File: src/verilog/burst_counter.sv
// counts accepts in the current grant, saturating at BURST_LEN.
`default_nettype none

module burst_counter #(
    parameter int BURST_LEN = 4
) (
    input  logic clk,
    input  logic reset,
    input  logic grant_start,
    input  logic accept,
    output logic burst_done
);
    localparam int CNT_WID = $clog2(BURST_LEN + 1);

    logic [CNT_WID-1:0] count;
    logic [CNT_WID-1:0] count_nxt;

    // an accept in the grant_start cycle is the first of the new burst.
    always_comb begin
        count_nxt = grant_start ? '0 : count;
        if (accept && (count_nxt < CNT_WID'(BURST_LEN))) begin
            count_nxt = count_nxt + 1'b1;
        end
    end

    always_ff @(posedge clk) begin
        if (reset) begin
            count      <= '0;
            burst_done <= 1'b0;
        end else begin
            count      <= count_nxt;
            burst_done <= count_nxt == CNT_WID'(BURST_LEN);
        end
    end

endmodule : burst_counter

`default_nettype wire

File: config.mk
export PLATFORM = sky130hd
export DESIGN_NAME = burst_counter
export DESIGN_NICKNAME = d
export VERILOG_FILES = /design/src/verilog/burst_counter.sv
export SDC_FILE = /design/constraint.sdc
export NUM_CORES = 1
export LEC_CHECK = 0
export BUFFER_PORTS_ARGS = -buffer_cell sky130_fd_sc_hd__buf_2
export CAP_MARGIN = 20
export CORE_AREA = 2 2 39 41
export DETAILED_ROUTE_END_ITERATION = 10
export DIE_AREA = 0 0 41 43
export GPL_ROUTABILITY_DRIVEN = 0
export PLACE_DENSITY_LB_ADDON = 0.12
export SLEW_MARGIN = 15
export SYNTH_ARGS = -nofsm -noshare
export SYNTH_HDL_FRONTEND = slang
export SYNTH_SLANG_ARGS = --single-unit
File: constraint.sdc
create_clock -name clk -period 1.99 [get_ports clk]
set_input_delay 0.597 -clock clk [delete_from_list [all_inputs] [get_ports clk]]
set_output_delay 0.597 -clock clk [all_outputs]
set_load 0.05 [all_outputs]
==> results.md <==
* Number of hold violations in the final report at 0
* Crit path time final at 1.38 ns
* Width of the die at 41 um
* Slew at the pin closest to its max-slew limit at 0.246 ns
* Post-DP Area at 206 um2
* Number of cell rows at 14
* Antenna violations before repair at 0
* Die span in y at 43 um
* Family of cells with the greatest summed delay on the critical path: simple AND/OR/NAND/NOR gates
* Buffering stage count on the worst path with inverters included at 1
* H-Tree Level Count at 1
* Critical path type: input pin to register
* Master cell of the clock root buffer: clkbuf_4
* Cell count after synthesis at 17
* Power dissipated by switching net loads at 0.0388 mW
* Number of buffers created by CTS at 3
* Data arrival time at the worst-slack endpoint at 1.56 ns
* Critical path endpoint category: register
* Relative contribution of sequential cells to total power at 0.426
* Die Area at 0.00176 mm2
* Setup violations, final at 0
* Total Neg Setup Slack at 0 ns
* Count of pins on the block boundary at 5
* Number of nets still failing antenna checks after routing at 0
* Vias in the first global route at 152
* Pleak at 0.105 nW
* Summed area of non-filler cells in the final layout at 229 um2
* Skew-Pair Late Insertion Delay at 0.23 ns
* Fraction of power spent switching nets at 0.199
* Library cells used by synthesis at 11
* Number of inserted diodes at 0
* Post-Route WL at 328 um
* Maximum clock insertion buffer count at 2
* Syn_nets at 22
* Netlist area before placement at 166 um2
* Starting utilization of the core area at 0.120
* Top cell type's share of synthesized area at 0.481
* Share of total power in combinational logic at 0.061
* Count of hold-fix buffers inserted at cts at 0
* # Post-CTS Setup Buffers at 0
* First drt pass iteration count at 1
* CTS Sinks at 4
* Signed area change from the synthesized netlist to the final layout at 37.6%
* Clk network pwr share at 0.512
* Sum of overflow across all layers after global routing at 0
* Per-instance average area after synthesis at 9.79 um2
* Req. time, crit path at 2.16 ns
* PnR worst setup slack at 0.608 ns
* Clock skew after layout at 0.00290 ns
* Most area-consuming cells after synthesis: dfxtp_1 (48%), or2b_1 (9.0%), ha_1 (7.5%), nor2b_1 (7.5%), a32oi_1 (5.3%)
* Core Util, Final at 0.165
* Number of vias per cell after detailed routing at 3.53
* Headroom to the max-slew limit at 0.837
* Initial drt markers at 0
* Unrepaired setup endpoints after global routing: false
* FF+latch count, synth at 4
* Highest attainable clock frequency at 0.724 GHz
* Total Nets Final at 31
* Post-CTS sizing at 0
* Number of port buffers at 4
* Maximum fanout count along the critical path at 4
* Classification of the worst-slack hold path: input pin to register
* Power per Cell Area at 851 mW/mm2
* Number of warning messages in the yosys log at 0
* Status: finished clean
* DRC errors left at 0
* Core footprint at 0.00138 mm2
* Final worst-path cycle share at 0.694
* Largest area contributor in the netlist: dfxtp_1
* Maximum number of pins on one net before global-route repair at 5
* Post-synthesis sequential area ratio at 0.481
* CP startpoint kind: input pin
* Max capacitance violation total at 0
* CTS tree: yes
* Overall Global Routing Usage at 0.0512
* Share of layout cells above drive strength 1 at 0.292
* Count of pins over their slew limit at 0
* Slowest CP cell: ha_1
* Routed length per placed instance at 8.20 um
* Critical Path, Cell by Cell: buf_2 -> nor2b_1 -> ha_1 -> a32oi_1 -> and3_1
* Power consumption at 0.195 mW
* Clock transition time at the flip-flop clock pins of the worst setup and hold paths at 0.04 ns
* First-pass GRT wire length at 531 um
* Pint at 0.156 mW
* Largest stage delay on the critical path at 0.25 ns
* Pre-CTS worst setup slack at 0.377 ns
* Largest vdd supply drop at 0.000182 V
* Routed via count at 141
-- metal layers --
layer / share of wire / up-vias / GRT usage
met1: 0.46 / 62 / 0.0482
met4: 0 / 0 / 0.0800
met3: 0.095 / 0 / 0.0314
met5: 0 / - / 0
met2: 0.44 / 4 / 0.0563
li1: - / 75 / -
-- synth_stat cells (all sizes together) --
cell and number:
dfxtp 4, a22oi 1, or2b 2, nor2 2
o21bai 1, ha 1, a32oi 1, nand2 1
nor2b 2, and3 1, a21oi 1
-- registers in the layout, indices dropped and copies added, names as in the netlist --
register,flops
count,3
burst_done,1
-- final timing paths --
check                                         start               endpoint  slack, ns  depth (start not counted)
worst min-delay path                          reset    count[1]$_SDFF_PP0_       0.55                          2
worst min register to register  count[2]$_SDFF_PP0_    count[2]$_SDFF_PP0_       0.61                          2
worst max register to register  count[0]$_SDFF_PP0_  burst_done$_SDFF_PP0_       0.76                          4
worst max-delay path                    grant_start  burst_done$_SDFF_PP0_       0.61                          5
-- stage by stage --
step | hold slack, ns | instances
after floorplan | 0.555 | 17
after global placement | 0.620 | 37
after detailed placement | 0.603 | 37
after CTS | 0.543 | 40
after global routing | 0.547 | 40
final | 0.553 | 40
-- area by class of cell --
type | instances | area, um2
clock buffer | 3 | 22.5
fill | 161 | 1150
multi-input combinational | 13 | 86.3
sequential | 4 | 80.1
tap | 16 | 20.0
timing repair buffer | 4 | 20.0
-- worst reg2reg max path: stages (launching register included) --
cell and delay (ns):
dfxtp_1 0.31, nor2b_1 0.19, ha_1 0.25, a32oi_1 0.24, and3_1 0.19
-- layout by cell type (no fill, tap or decap), drive strengths merged --
cell type and count:
dfxtp 4, a22oi 1, o21bai 1, ha 1, clkbuf 3, a21oi 1
or2b 2, nand2 1, buf 4, nor2 2, nor2b 2, and3 1
a32oi 1
-- cells by family after synthesis --
group,synth area share
flip-flops,0.481
AO/OA/AOI/OAI,0.173
adder cells (fa/ha/maj),0.0752
AND/OR/NAND/NOR,0.271
-- power groups by stage --
stage	clock [mW]	sequential (mW)	combinational [mW]
floorplan	0	0.0843	0.00641
global placement	0	0.0846	0.0121
detailed placement	0	0.0844	0.0120
CTS	0.106	0.0831	0.0121
global route	0.109	0.0832	0.0139
finish	0.0998	0.0831	0.0119
Power figures use the tool's default switching activity.
