$ cat config.mk
export PLATFORM = sky130hd
export DESIGN_NAME = mem_wr_arbiter
export DESIGN_NICKNAME = d
export VERILOG_FILES = /design/src/common/mem_wr_arb_pkg.sv /design/src/verilog/mem_wr_arbiter.sv
export SDC_FILE = /design/constraint.sdc
export NUM_CORES = 1
export LEC_CHECK = 0
export BUFFER_PORTS_ARGS = -buffer_cell sky130_fd_sc_hd__buf_2
export CORE_AREA = 2 2 39 41
export CTS_CLUSTER_SIZE = 16
export DETAILED_ROUTE_END_ITERATION = 8
export DIE_AREA = 0 0 41 43
export MAX_ROUTING_LAYER = met4
export PLACE_DENSITY = 0.59
export SLEW_MARGIN = 5
export SYNTH_ARGS = -nofsm -noshare
export SYNTH_HDL_FRONTEND = slang
export SYNTH_SLANG_ARGS = --single-unit
export TNS_END_PERCENT = 30
$ cat constraint.sdc
create_clock -name clk -period 1.7 [get_ports clk]
set_input_delay 0.34 -clock clk [delete_from_list [all_inputs] [get_ports clk]]
set_output_delay 0.34 -clock clk [all_outputs]
set_load 0.05 [all_outputs]
$ cat src/common/mem_wr_arb_pkg.sv
// arbiter FSM encoding, shared with the bound properties.
`default_nettype none

package mem_wr_arb_pkg;

    // ~~~~~~~~~~~~~~~~~~~~~~~~~~~~~~
    // arbiter states
    // ~~~~~~~~~~~~~~~~~~~~~~~~~~~~~~

    // idle: nobody selected.
    // grant: one controller owns the mux.
    // next: one-cycle handover before the next grant.
    typedef enum logic [1:0] {
        ARB_IDLE  = 2'd0,
        ARB_GRANT = 2'd1,
        ARB_NEXT  = 2'd2
    } arb_state_t;

endpackage : mem_wr_arb_pkg

`default_nettype wire

$ cat src/verilog/mem_wr_arbiter.sv
// round-robin grant FSM; a controller switch costs two idle cycles.
// grant is held until en drops or the burst counter says stop.
`default_nettype none

module mem_wr_arbiter #(
    parameter int N = 3
) (
    input  logic                               clk,
    input  logic                               reset,
    input  logic [N-1:0]                       en_vec,
    input  logic                               burst_done,
    output logic [(N > 1 ? $clog2(N) : 1)-1:0] sel,
    output logic                               grant_vld,
    output logic                               grant_start
);
    import mem_wr_arb_pkg::*;

    localparam int SEL_WID = N > 1 ? $clog2(N) : 1;

    arb_state_t state;
    logic       release_grant;

    // nearest enabled controller after cur, cur itself last.
    function automatic logic [SEL_WID-1:0] next_sel(
        input logic [N-1:0]       en,
        input logic [SEL_WID-1:0] cur
    );
        int                 idx;
        logic [SEL_WID-1:0] pick;
        pick = cur;
        for (int i = N; i >= 1; i--) begin
            idx = (int'(cur) + i) % N;
            if (en[idx]) begin
                pick = SEL_WID'(idx);
            end
        end
        return pick;
    endfunction

    // burst_done is stale from the old grant during the grant_start cycle.
    assign release_grant = !en_vec[sel] || (burst_done && !grant_start);

    assign grant_vld = (state == ARB_GRANT) && (grant_start || !burst_done);

    // ~~~~~~~~~~~~~~~~~~~~~~~~~~~~~~
    // grant FSM
    // ~~~~~~~~~~~~~~~~~~~~~~~~~~~~~~

    always_ff @(posedge clk) begin
        if (reset) begin
            state       <= ARB_IDLE;
            sel         <= '0;
            grant_start <= 1'b0;
        end else begin
            grant_start <= 1'b0;
            case (state)
                ARB_IDLE, ARB_NEXT: begin
                    if (|en_vec) begin
                        state       <= ARB_GRANT;
                        sel         <= next_sel(en_vec, sel);
                        grant_start <= 1'b1;
                    end else begin
                        state <= ARB_IDLE;
                    end
                end
                ARB_GRANT: begin
                    if (release_grant) begin
                        state <= ARB_NEXT;
                    end
                end
                default: begin
                    state <= ARB_IDLE;
                end
            endcase
        end
    end

endmodule : mem_wr_arbiter

`default_nettype wire

==> summary.txt <==
Vert. Die Dim - 43 um
# DRC - 0
Storage element area - 106 sq um
Post-Synth Simple-Gate Area - 25.8%
Vias in the first global route - 337
WL final - 927 um
Max frequency - 608 MHz
Final hold violations - 0
Synth cell types - 23
Die Wd - 41 um
Share of the synthesized area in the top cell type - 24.5%
Startpoint Class - flop
Total global routing overflow - 0
Reg2Reg Depth - 6
CTS tree - yes
Multiplexer share of the synthesized area - 14.7%
Initial antenna violation count - 0
Status - completed
Die area - 1760 sq um
Initial DRC count - 9
Worst slew margin - 84.0%
FP Rows - 14
Hold path cells - 2
Synthesis Warnings - 0
Area of the multi-input gates - 338 sq um
FF-to-FF End - sel[0]
Post-layout util - 41.1%
Cells after DPL - 75
Total of max-cap violations - 0
CP Class - reg2reg
Clock Tree Root - clkbuf_4
Core Area - 1380 sq um
Initial Util - 29.5%
PD cells - 1480 nW/um^2
Ranking of synthesized cells by area - dfxtp_1 (25%), mux2i_1 (15%), ha_1 (9.2%), inv_1 (4.6%), nand2b_1 (4.6%)
CP max FO - 7
Vias per inst - 4.90
First-pass GRT wire length - 1.30 mm
Minimum clock period - 1640 ps
Yosys reg bits - 5
WL/cell - 11.6 um
Area growth syn-to-layout - 39.6%
HP Start - reset
Tightest Hold Check Type - in2reg
Fill count - 144
TritonCTS Buffers - 3
Crit Reg-Reg Startpoint - sel[0]
Clock sink total - 5
CP arrival - 1800 ps
Dpl hpwl - 659 um
Hold endpoint - grant_start
Final Non-Filler Cells - 80
DR pass1 iterations - 4
Clk_skew - 1.66 ps
Largest family of logic cells by synthesized area - simple AND/OR/NAND/NOR gates
Port bufs - 9
Seq/Total Area, Yosys - 24.5%
Worst setup EP type - flop
R2r setup slk - 60 ps
Worst slack, placed - -19.6 ps
Synth Cell Area - 408 sq um
Max Slew Vio Count - 0
Synth Area in Compound Gates - 18.4%
Final setup vio count - 0
XOR/XNOR Fraction of Synth Area - 0%
Cell type with the largest total area after synthesis - dfxtp_1
Worst-Skew Late Latency - 240 ps
Setup ws final - 55.9 ps
Tot GR Track Use - 10.9%
Largest net degree at the start of global routing - 9
Worst-Margin Slew - 236 ps
Worst vdd ir - 0.000404 V
Nets - 74
Crit path required time - 1860 ps
Setup TNS - 0 ps
H-tree lvl count - 1
Clock Tree Buf Depth - 2
Antenna-violating nets left - 0
Placer Congestion - 0.666
Cells after Synth - 50
Post-Syn Nets - 59
Via count - 392
Ports - 10
Post-synthesis adder-cell area fraction - 9.20%
Layout cells sized above 1 - 37.5%
Final worst-path cycle share - 96.7%
Clk pin slew, worst setup/hold paths - 40 ps
Mean Syn Cell Area - 8.16 sq um
Diodes inserted - 0
Leakage - 0.237 nW
-- worst max-delay path, stage by stage (launching register included) --
cell and delay, ps:
dfxtp_4 400, inv_1 80, ha_4 310, nor2_1 60, o32ai_2 250, o31a_1 250, mux2i_1 210
-- registers in the layout, indices dropped and copies added, names as in the netlist --
signal	flops
grant_start	1
sel	2
state	2
-- what timing repair did --
action | in CTS | in global routing
setup endpoints to repair | 1 | 2
pin swaps | 0 | 2
buffers inserted | 0 | 1
resized for setup | 1 | 8
hold buffers | 0 | 0
-- layout by cell type, fill, tap and decap left out, drive strengths merged --
cell	count
nor2b	2
nor3	2
ha	3
mux2i	6
dfxtp	5
or2	1
o31a	1
o21ai	2
and2	1
o21a	1
nor2	4
clkbuf	4
and4b	1
buf	11
a221o	1
o32ai	1
a21oi	3
nand2	3
nor3b	1
or2b	1
inv	5
o311ai	1
nand2b	3
o22ai	1
-- power breakdown --
| group | switching [mW] | internal (mW) |
|---|---|---|
| sequential | 0.0451 | 0.150 |
| combinational | 0.266 | 0.248 |
| clock | 0.0474 | 0.0886 |
| total | 0.358 | 0.487 |
-- cells in the mapped netlist --
cell,instances
and2_1,1
nand2b_1,3
a21oi_1,3
o21ai_0,2
mux2i_1,6
nor3b_1,1
o21a_1,1
nor2_1,4
or2_2,1
o32ai_1,1
nand2_1,3
o22ai_1,1
and4b_1,1
ha_1,3
a221o_1,1
dfxtp_1,5
o31a_1,1
nor3_1,2
o311ai_0,1
nor2b_1,2
inv_1,5
or2b_1,1
buf_6,1
-- routing by layer --
metal  global-route usage, %  routed length [um]  vias up
met5                       -                   0        -
met4                    4.00                   0        0
met3                    3.14                  42        0
met2                    15.9                 441       10
met1                    13.8                 442      177
li1                        -                   -      205
-- stage by stage --
stage | power (mW) | hold WS (ps) | cell area, sq um
CTS | 0.750 | 288 | 515
detailed placement | 0.599 | 483 | 487
global placement | 0.592 | 471 | 487
finish | 0.845 | 294 | 569
floorplan | 0.526 | 405 | 425
global route | 0.895 | 310 | 569
-- cells by family after synthesis --
logic type                 count (synthesis)
AOI/OAI and AO/OA                         11
adders and majority gates                  3
buffers and inverters                      6
DFF                                        5
muxes                                      6
and+or+nand+nor                           19
-- worst max path at each step --
stage	startpoint	end	slack [ps]	cells after the start
after global placement	sel[0]	sel[0]	-7	6
after detailed placement	sel[0]	sel[0]	-20	6
after CTS	sel[0]	sel[0]	10	6
after floorplan	sel[0]	sel[0]	-30	7
final	sel[0]	sel[0]	60	6
after global routing	sel[0]	sel[0]	-9	6
-- area by class of cell --
type,count,share of cell area (%)
clock buffer,4,4.62
inverter,5,3.30
multi-input combinational,39,59.3
sequential,5,18.7
tap,16,3.52
timing repair buffer,11,10.5
No activity file was read; power rests on OpenSTA's default activity.
