--- config.mk ---
export PLATFORM = sky130hd
export DESIGN_NAME = mem_wr_mux
export DESIGN_NICKNAME = d
export VERILOG_FILES = /design/src/common/mem_wr_pkg.sv /design/src/mem_wr_mux/mem_wr_ctxt_fifo.sv /design/src/mem_wr_mux/mem_wr_mux.sv
export SDC_FILE = /design/constraint.sdc
export NUM_CORES = 1
export LEC_CHECK = 0
export ABC_CLOCK_PERIOD_IN_PS = 3300
export BUFFER_PORTS_ARGS = -buffer_cell sky130_fd_sc_hd__buf_2
export CORE_MARGIN = 2
export CORE_UTILIZATION = 40
export CTS_CLUSTER_DIAMETER = 40
export DETAILED_ROUTE_END_ITERATION = 10
export PLACE_DENSITY = 0.87
export RECOVER_POWER = 50
export SLEW_MARGIN = 20
export SYNTH_ARGS = -nofsm -noshare
export SYNTH_HDL_FRONTEND = slang
export SYNTH_HIERARCHICAL = 1
export SYNTH_SLANG_ARGS = --single-unit
--- constraint.sdc ---
create_clock -name clk -period 3.3 [get_ports clk]
set_clock_uncertainty 0.2 [all_clocks]
set_input_delay 0.33 -clock clk [delete_from_list [all_inputs] [get_ports clk]]
set_output_delay 0.33 -clock clk [all_outputs]
set_load 0.01 [all_outputs]
--- src/common/mem_wr_pkg.sv ---
// write-side bus widths and request bundle for all controller and memory ports.
// memory address space is fixed at 2**ADDR_WID words.
`default_nettype none

package mem_wr_pkg;

    // ~~~~~~~~~~~~~~~~~~~~~~~~~~~~~~
    // bus widths
    // ~~~~~~~~~~~~~~~~~~~~~~~~~~~~~~

    // word address, 256 words.
    localparam int ADDR_WID = 8;

    // write data.
    localparam int DATA_WID = 32;

    // ~~~~~~~~~~~~~~~~~~~~~~~~~~~~~~
    // request bundle
    // ~~~~~~~~~~~~~~~~~~~~~~~~~~~~~~

    // en is a level asking for access, req is the write strobe.
    // a write goes through on a clock edge where en, req and rdy are all high.
    typedef struct packed {
        logic                en;
        logic                req;
        logic [ADDR_WID-1:0] addr;
        logic [DATA_WID-1:0] data;
    } mem_wr_req_t;

endpackage : mem_wr_pkg

`default_nettype wire

--- src/mem_wr_mux/mem_wr_ctxt_fifo.sv ---
// small FIFO, head visible combinationally; pushes while full and pops while empty are dropped.
// DEPTH need not be a power of two.
`default_nettype none

module mem_wr_ctxt_fifo #(
    parameter int DATA_WID = 2,
    parameter int DEPTH    = 8
) (
    input  logic                clk,
    input  logic                reset,
    input  logic                wr,
    input  logic [DATA_WID-1:0] wr_data,
    output logic                wr_rdy,
    input  logic                rd,
    output logic [DATA_WID-1:0] rd_data,
    output logic                rd_vld
);
    localparam int PTR_WID = DEPTH > 1 ? $clog2(DEPTH) : 1;
    localparam int CNT_WID = $clog2(DEPTH + 1);

    logic [DATA_WID-1:0] mem [DEPTH];
    logic [PTR_WID-1:0]  wr_ptr;
    logic [PTR_WID-1:0]  rd_ptr;
    logic [CNT_WID-1:0]  count;
    logic                push;
    logic                pop;

    assign wr_rdy  = count < CNT_WID'(DEPTH);
    assign rd_vld  = count != '0;
    assign rd_data = mem[rd_ptr];

    assign push = wr && wr_rdy;
    assign pop  = rd && rd_vld;

    always_ff @(posedge clk) begin
        if (push) begin
            mem[wr_ptr] <= wr_data;
        end
    end

    // pointers wrap at DEPTH.
    always_ff @(posedge clk) begin
        if (reset) begin
            wr_ptr <= '0;
            rd_ptr <= '0;
            count  <= '0;
        end else begin
            if (push) begin
                wr_ptr <= (wr_ptr == PTR_WID'(DEPTH - 1)) ? '0 : wr_ptr + 1'b1;
            end
            if (pop) begin
                rd_ptr <= (rd_ptr == PTR_WID'(DEPTH - 1)) ? '0 : rd_ptr + 1'b1;
            end
            if (push && !pop) begin
                count <= count + 1'b1;
            end else if (pop && !push) begin
                count <= count - 1'b1;
            end
        end
    end

endmodule : mem_wr_ctxt_fifo

`default_nettype wire

--- src/mem_wr_mux/mem_wr_mux.sv ---
// routes the granted controller to the memory; acks are steered back via a context FIFO.
// at most NUM_TRANSACTIONS writes may be waiting for an ack.
`default_nettype none

module mem_wr_mux #(
    parameter int N                = 3,
    parameter int NUM_TRANSACTIONS = 8
) (
    input  logic                     clk,
    input  logic                     reset,
    input  mem_wr_pkg::mem_wr_req_t  ctrl_req [N],
    output logic [N-1:0]             ctrl_rdy,
    output logic [N-1:0]             ctrl_ack,
    input  logic [(N > 1 ? $clog2(N) : 1)-1:0] sel,
    input  logic                     grant_vld,
    output logic                     accept,
    output mem_wr_pkg::mem_wr_req_t  mem_req,
    input  logic                     mem_rdy,
    input  logic                     mem_ack
);
    import mem_wr_pkg::*;

    localparam int SEL_WID = N > 1 ? $clog2(N) : 1;

    mem_wr_req_t        sel_req;
    logic               path_open;
    logic               fifo_wr_rdy;
    logic [SEL_WID-1:0] ack_sel;
    logic               ack_sel_vld;

    // ~~~~~~~~~~~~~~~~~~~~~~~~~~~~~~
    // request path
    // ~~~~~~~~~~~~~~~~~~~~~~~~~~~~~~

    always_comb begin
        sel_req = '0;
        for (int i = 0; i < N; i++) begin
            if (sel == SEL_WID'(i)) begin
                sel_req = ctrl_req[i];
            end
        end
    end

    // no grant or no room for context, nothing reaches the memory.
    assign path_open = grant_vld && fifo_wr_rdy;

    always_comb begin
        mem_req     = sel_req;
        mem_req.en  = sel_req.en && path_open;
        mem_req.req = sel_req.req && path_open;
    end

    assign accept = mem_req.en && mem_req.req && mem_rdy;

    always_comb begin
        for (int i = 0; i < N; i++) begin
            ctrl_rdy[i] = (sel == SEL_WID'(i)) && path_open && mem_rdy;
        end
    end

    // ~~~~~~~~~~~~~~~~~~~~~~~~~~~~~~
    // context and ack return
    // ~~~~~~~~~~~~~~~~~~~~~~~~~~~~~~

    mem_wr_ctxt_fifo #(
        .DATA_WID ( SEL_WID ),
        .DEPTH    ( NUM_TRANSACTIONS )
    ) ctxt_fifo_i (
        .clk     ( clk ),
        .reset   ( reset ),
        .wr      ( accept ),
        .wr_data ( sel ),
        .wr_rdy  ( fifo_wr_rdy ),
        .rd      ( mem_ack ),
        .rd_data ( ack_sel ),
        .rd_vld  ( ack_sel_vld )
    );

    // head of the FIFO names the source of the oldest write.
    always_comb begin
        for (int i = 0; i < N; i++) begin
            ctrl_ack[i] = mem_ack && ack_sel_vld && (ack_sel == SEL_WID'(i));
        end
    end

endmodule : mem_wr_mux

`default_nettype wire

==> reports/qor.txt <==
Post-DP HPWL: 6.58 mm
Core Footprint: 0.00547 sq mm
Hold Startpoint: reset
GRT Overall Usage: 23.6%
Remaining Overflow, GRT: 0
Worst Hold Class: primary input to flip-flop
Ys Warns: 6
CTS max path bufs: 2
die height: 78.9 um
setup TNS: 0 ps
# IOs: 182
max-cap viol count: 0
Pwr Density: 364 mW/mm^2
worst-path fanout max: 5
count of nets after finishing: 568
Leak: 1.59 nW
crit path DAT: 2900 ps
Setup violations, final: 0
Rel. slew slack: 21.3%
post-synthesis cell type count: 36
top-area cell type share of the netlist area: 21.4%
Critical Path Start Type: flip-flop
drc violations: 0
wire length on met3: 463 um
Slew Limit Fails: 0
Post-DRT Antenna Nets: 0
status: completed
Clock transition at path regs: 60 ps
Die Wd: 78.9 um
Seq pwr share: 38.4%
number of flops mapped to enable cells by yosys: 16
FP Rows: 27
die area: 0.00623 sq mm
Post-CTS Setup Bufs: 0
top sig layer: met4
M1 WL: 2.84 mm
RR Endpoint: ctxt_fifo_i/count[3]$_SDFFE_PP0P_
# hold bufs at CTS: 0
unrepaired setup endpoints after global routing: no
number of fill cells: 516
Port Buffers: 181
WL/cell: 15.4 um
ranking of synthesized cells by area: edfxtp_1 (21%), mux2i_1 (19%), dfxtp_1 (12%)
layout cells sized above 1: 44.2%
Comb power frac: 39.0%
routed wl met2: 4.25 mm
Seq/Total Area, Yosys: 33.0%
hold path cells: 2
Vias: 2,502
gpl congestion: 0.839
Final Hold Viols: 0
worst slack at placement: 258 ps
critical path start-end classification: flip-flop to flip-flop
Clock Latency Late Sink: 280 ps
most common cell after layout, fill and taps aside: buf_2
Final Non-Filler Cells: 501
FF-to-FF setup slack: 360 ps
dpl cells: 492
initial DRC count: 140
crit end category: flip-flop
clk root buf: clkbuf_8
Reg2Reg Depth: 9
CTS tree: built
Starting Density: 41.0%
final WL: 7.73 mm
minimum clock period: 2940 ps
PnR Total Power: 1.16 mW
htree depth: 2
Syn Nets: 392
Final Cycle Share: 88.9%
Worst Tran Pin Value: 1180 ps
Post-Syn Area: 0.00225 sq mm
DRT Pass-1 Iters: 5
number of global-route vias before repair: 2,326
Worst VDD drop: 0.187 mV
Inserted Clock Buffers: 5
CTS sink count: 29
post-synthesis instance total: 251
fmax: 341 MHz
setup ws final: 365 ps
Post-synth top flop: edfxtp_1
post-synthesis area per instance: 8.95 sq um
cell-internal power: 0.784 mW
Switching Fraction: 32.7%
Synth Register Bits: 29
post-CTS sizing: 0
initial antenna violation count: 1
Vias/cell: 4.99
Clock power frac: 22.6%
Post-synth ARST share: 0%
largest net degree at the start of global routing: 41
post-synth top area cell: edfxtp_1
Net Sw Power: 0.381 mW
synthesis-to-layout area growth: 42.5%
FF-to-FF Start: ctxt_fifo_i/count[0]$_SDFFE_PP0P_
most frequent cells in the layout: buf_2 (172), nand2_1 (52), mux2i_1 (43)
Worst EP required: 3260 ps
first-pass GRT wire length: 11.3 mm
[through the flow]
stage,utilization [%],instance area [sq um],hold WS (ps)
finish,58.5,3200,170
global route,58.5,3200,184
CTS,59.3,3240,176
detailed placement,57.8,3160,279
global placement,57.8,3160,275
floorplan,-,2250,229
[metal layers]
metal	track usage (%)	vias up
met5	0	-
met4	6.38	0
li1	-	1252
met1	26.3	1126
met2	46.1	112
met3	3.98	12
[worst max-delay path, stage by stage (launching register included)]
cell and delay [ps]:
dfxtp_1 350, or4_1 580, nand2_1 180, ha_1 200, inv_1 100, ha_1 340
a21oi_1 210, a211oi_1 100, a31oi_1 210, mux2_2 350
[cell families after synthesis]
| kind of cell | Yosys count | share of synthesized area, % |
|---|---|---|
| multiplexers | 50 | 24.8 |
| AO/OA/AOI/OAI | 52 | 12.5 |
| buffers and inverters | 21 | 6.07 |
| adder cells (fa/ha/maj) | 8 | 4.79 |
| AND/OR/NAND/NOR | 89 | 18.0 |
| XOR/XNOR | 2 | 0.780 |
| flip-flops | 29 | 33.0 |
[synth_stat cells, drive strengths merged, types with 4 or more instances]
| cell type | instances |
|---|---|
| a21oi | 8 |
| nand3 | 4 |
| clkbuf | 6 |
| nor3 | 8 |
| nor2 | 13 |
| nand2 | 52 |
| edfxtp | 16 |
| o21ai | 40 |
| buf | 12 |
| mux2i | 43 |
| dfxtp | 13 |
| nor3b | 4 |
| mux4 | 4 |
| ha | 7 |
[final cells by class]
class                      count  area, sq um  share of cell area (%)
antenna                        1         2.50                  0.0782
clock buffer                   7         76.3                    2.38
clock inverter                 1         3.75                   0.117
inverter                       3         11.3                   0.352
multi-input combinational    201         1350                    42.2
sequential                    29          741                    23.1
tap                           72         90.1                    2.81
timing repair buffer         187          926                    28.9
[power by group through the flow]
stage / Clock [mW] / Sequential [mW] / Combinational (mW)
floorplan: 0 / 0.446 / 0.295
global placement: 0 / 0.453 / 0.456
detailed placement: 0 / 0.455 / 0.474
CTS: 0.269 / 0.448 / 0.476
global route: 0.286 / 0.453 / 0.497
finish: 0.264 / 0.447 / 0.454
[worst max path at each step]
stage / to / depth (start not counted) / from / slack, ps
floorplan: ctxt_fifo_i/count[3]$_SDFFE_PP0P_ / 14 / sel[0] / 340
global placement: ctxt_fifo_i/count[3]$_SDFFE_PP0P_ / 13 / sel[0] / 380
detailed placement: ctxt_fifo_i/count[3]$_SDFFE_PP0P_ / 13 / sel[0] / 260
CTS: ctxt_fifo_i/count[3]$_SDFFE_PP0P_ / 12 / ctxt_fifo_i/count[3]$_SDFFE_PP0P_ / 470
global route: ctxt_fifo_i/count[3]$_SDFFE_PP0P_ / 13 / sel[1] / 160
finish: ctxt_fifo_i/count[3]$_SDFFE_PP0P_ / 9 / ctxt_fifo_i/count[0]$_SDFFE_PP0P_ / 360
(Power assumes the default switching activity.)
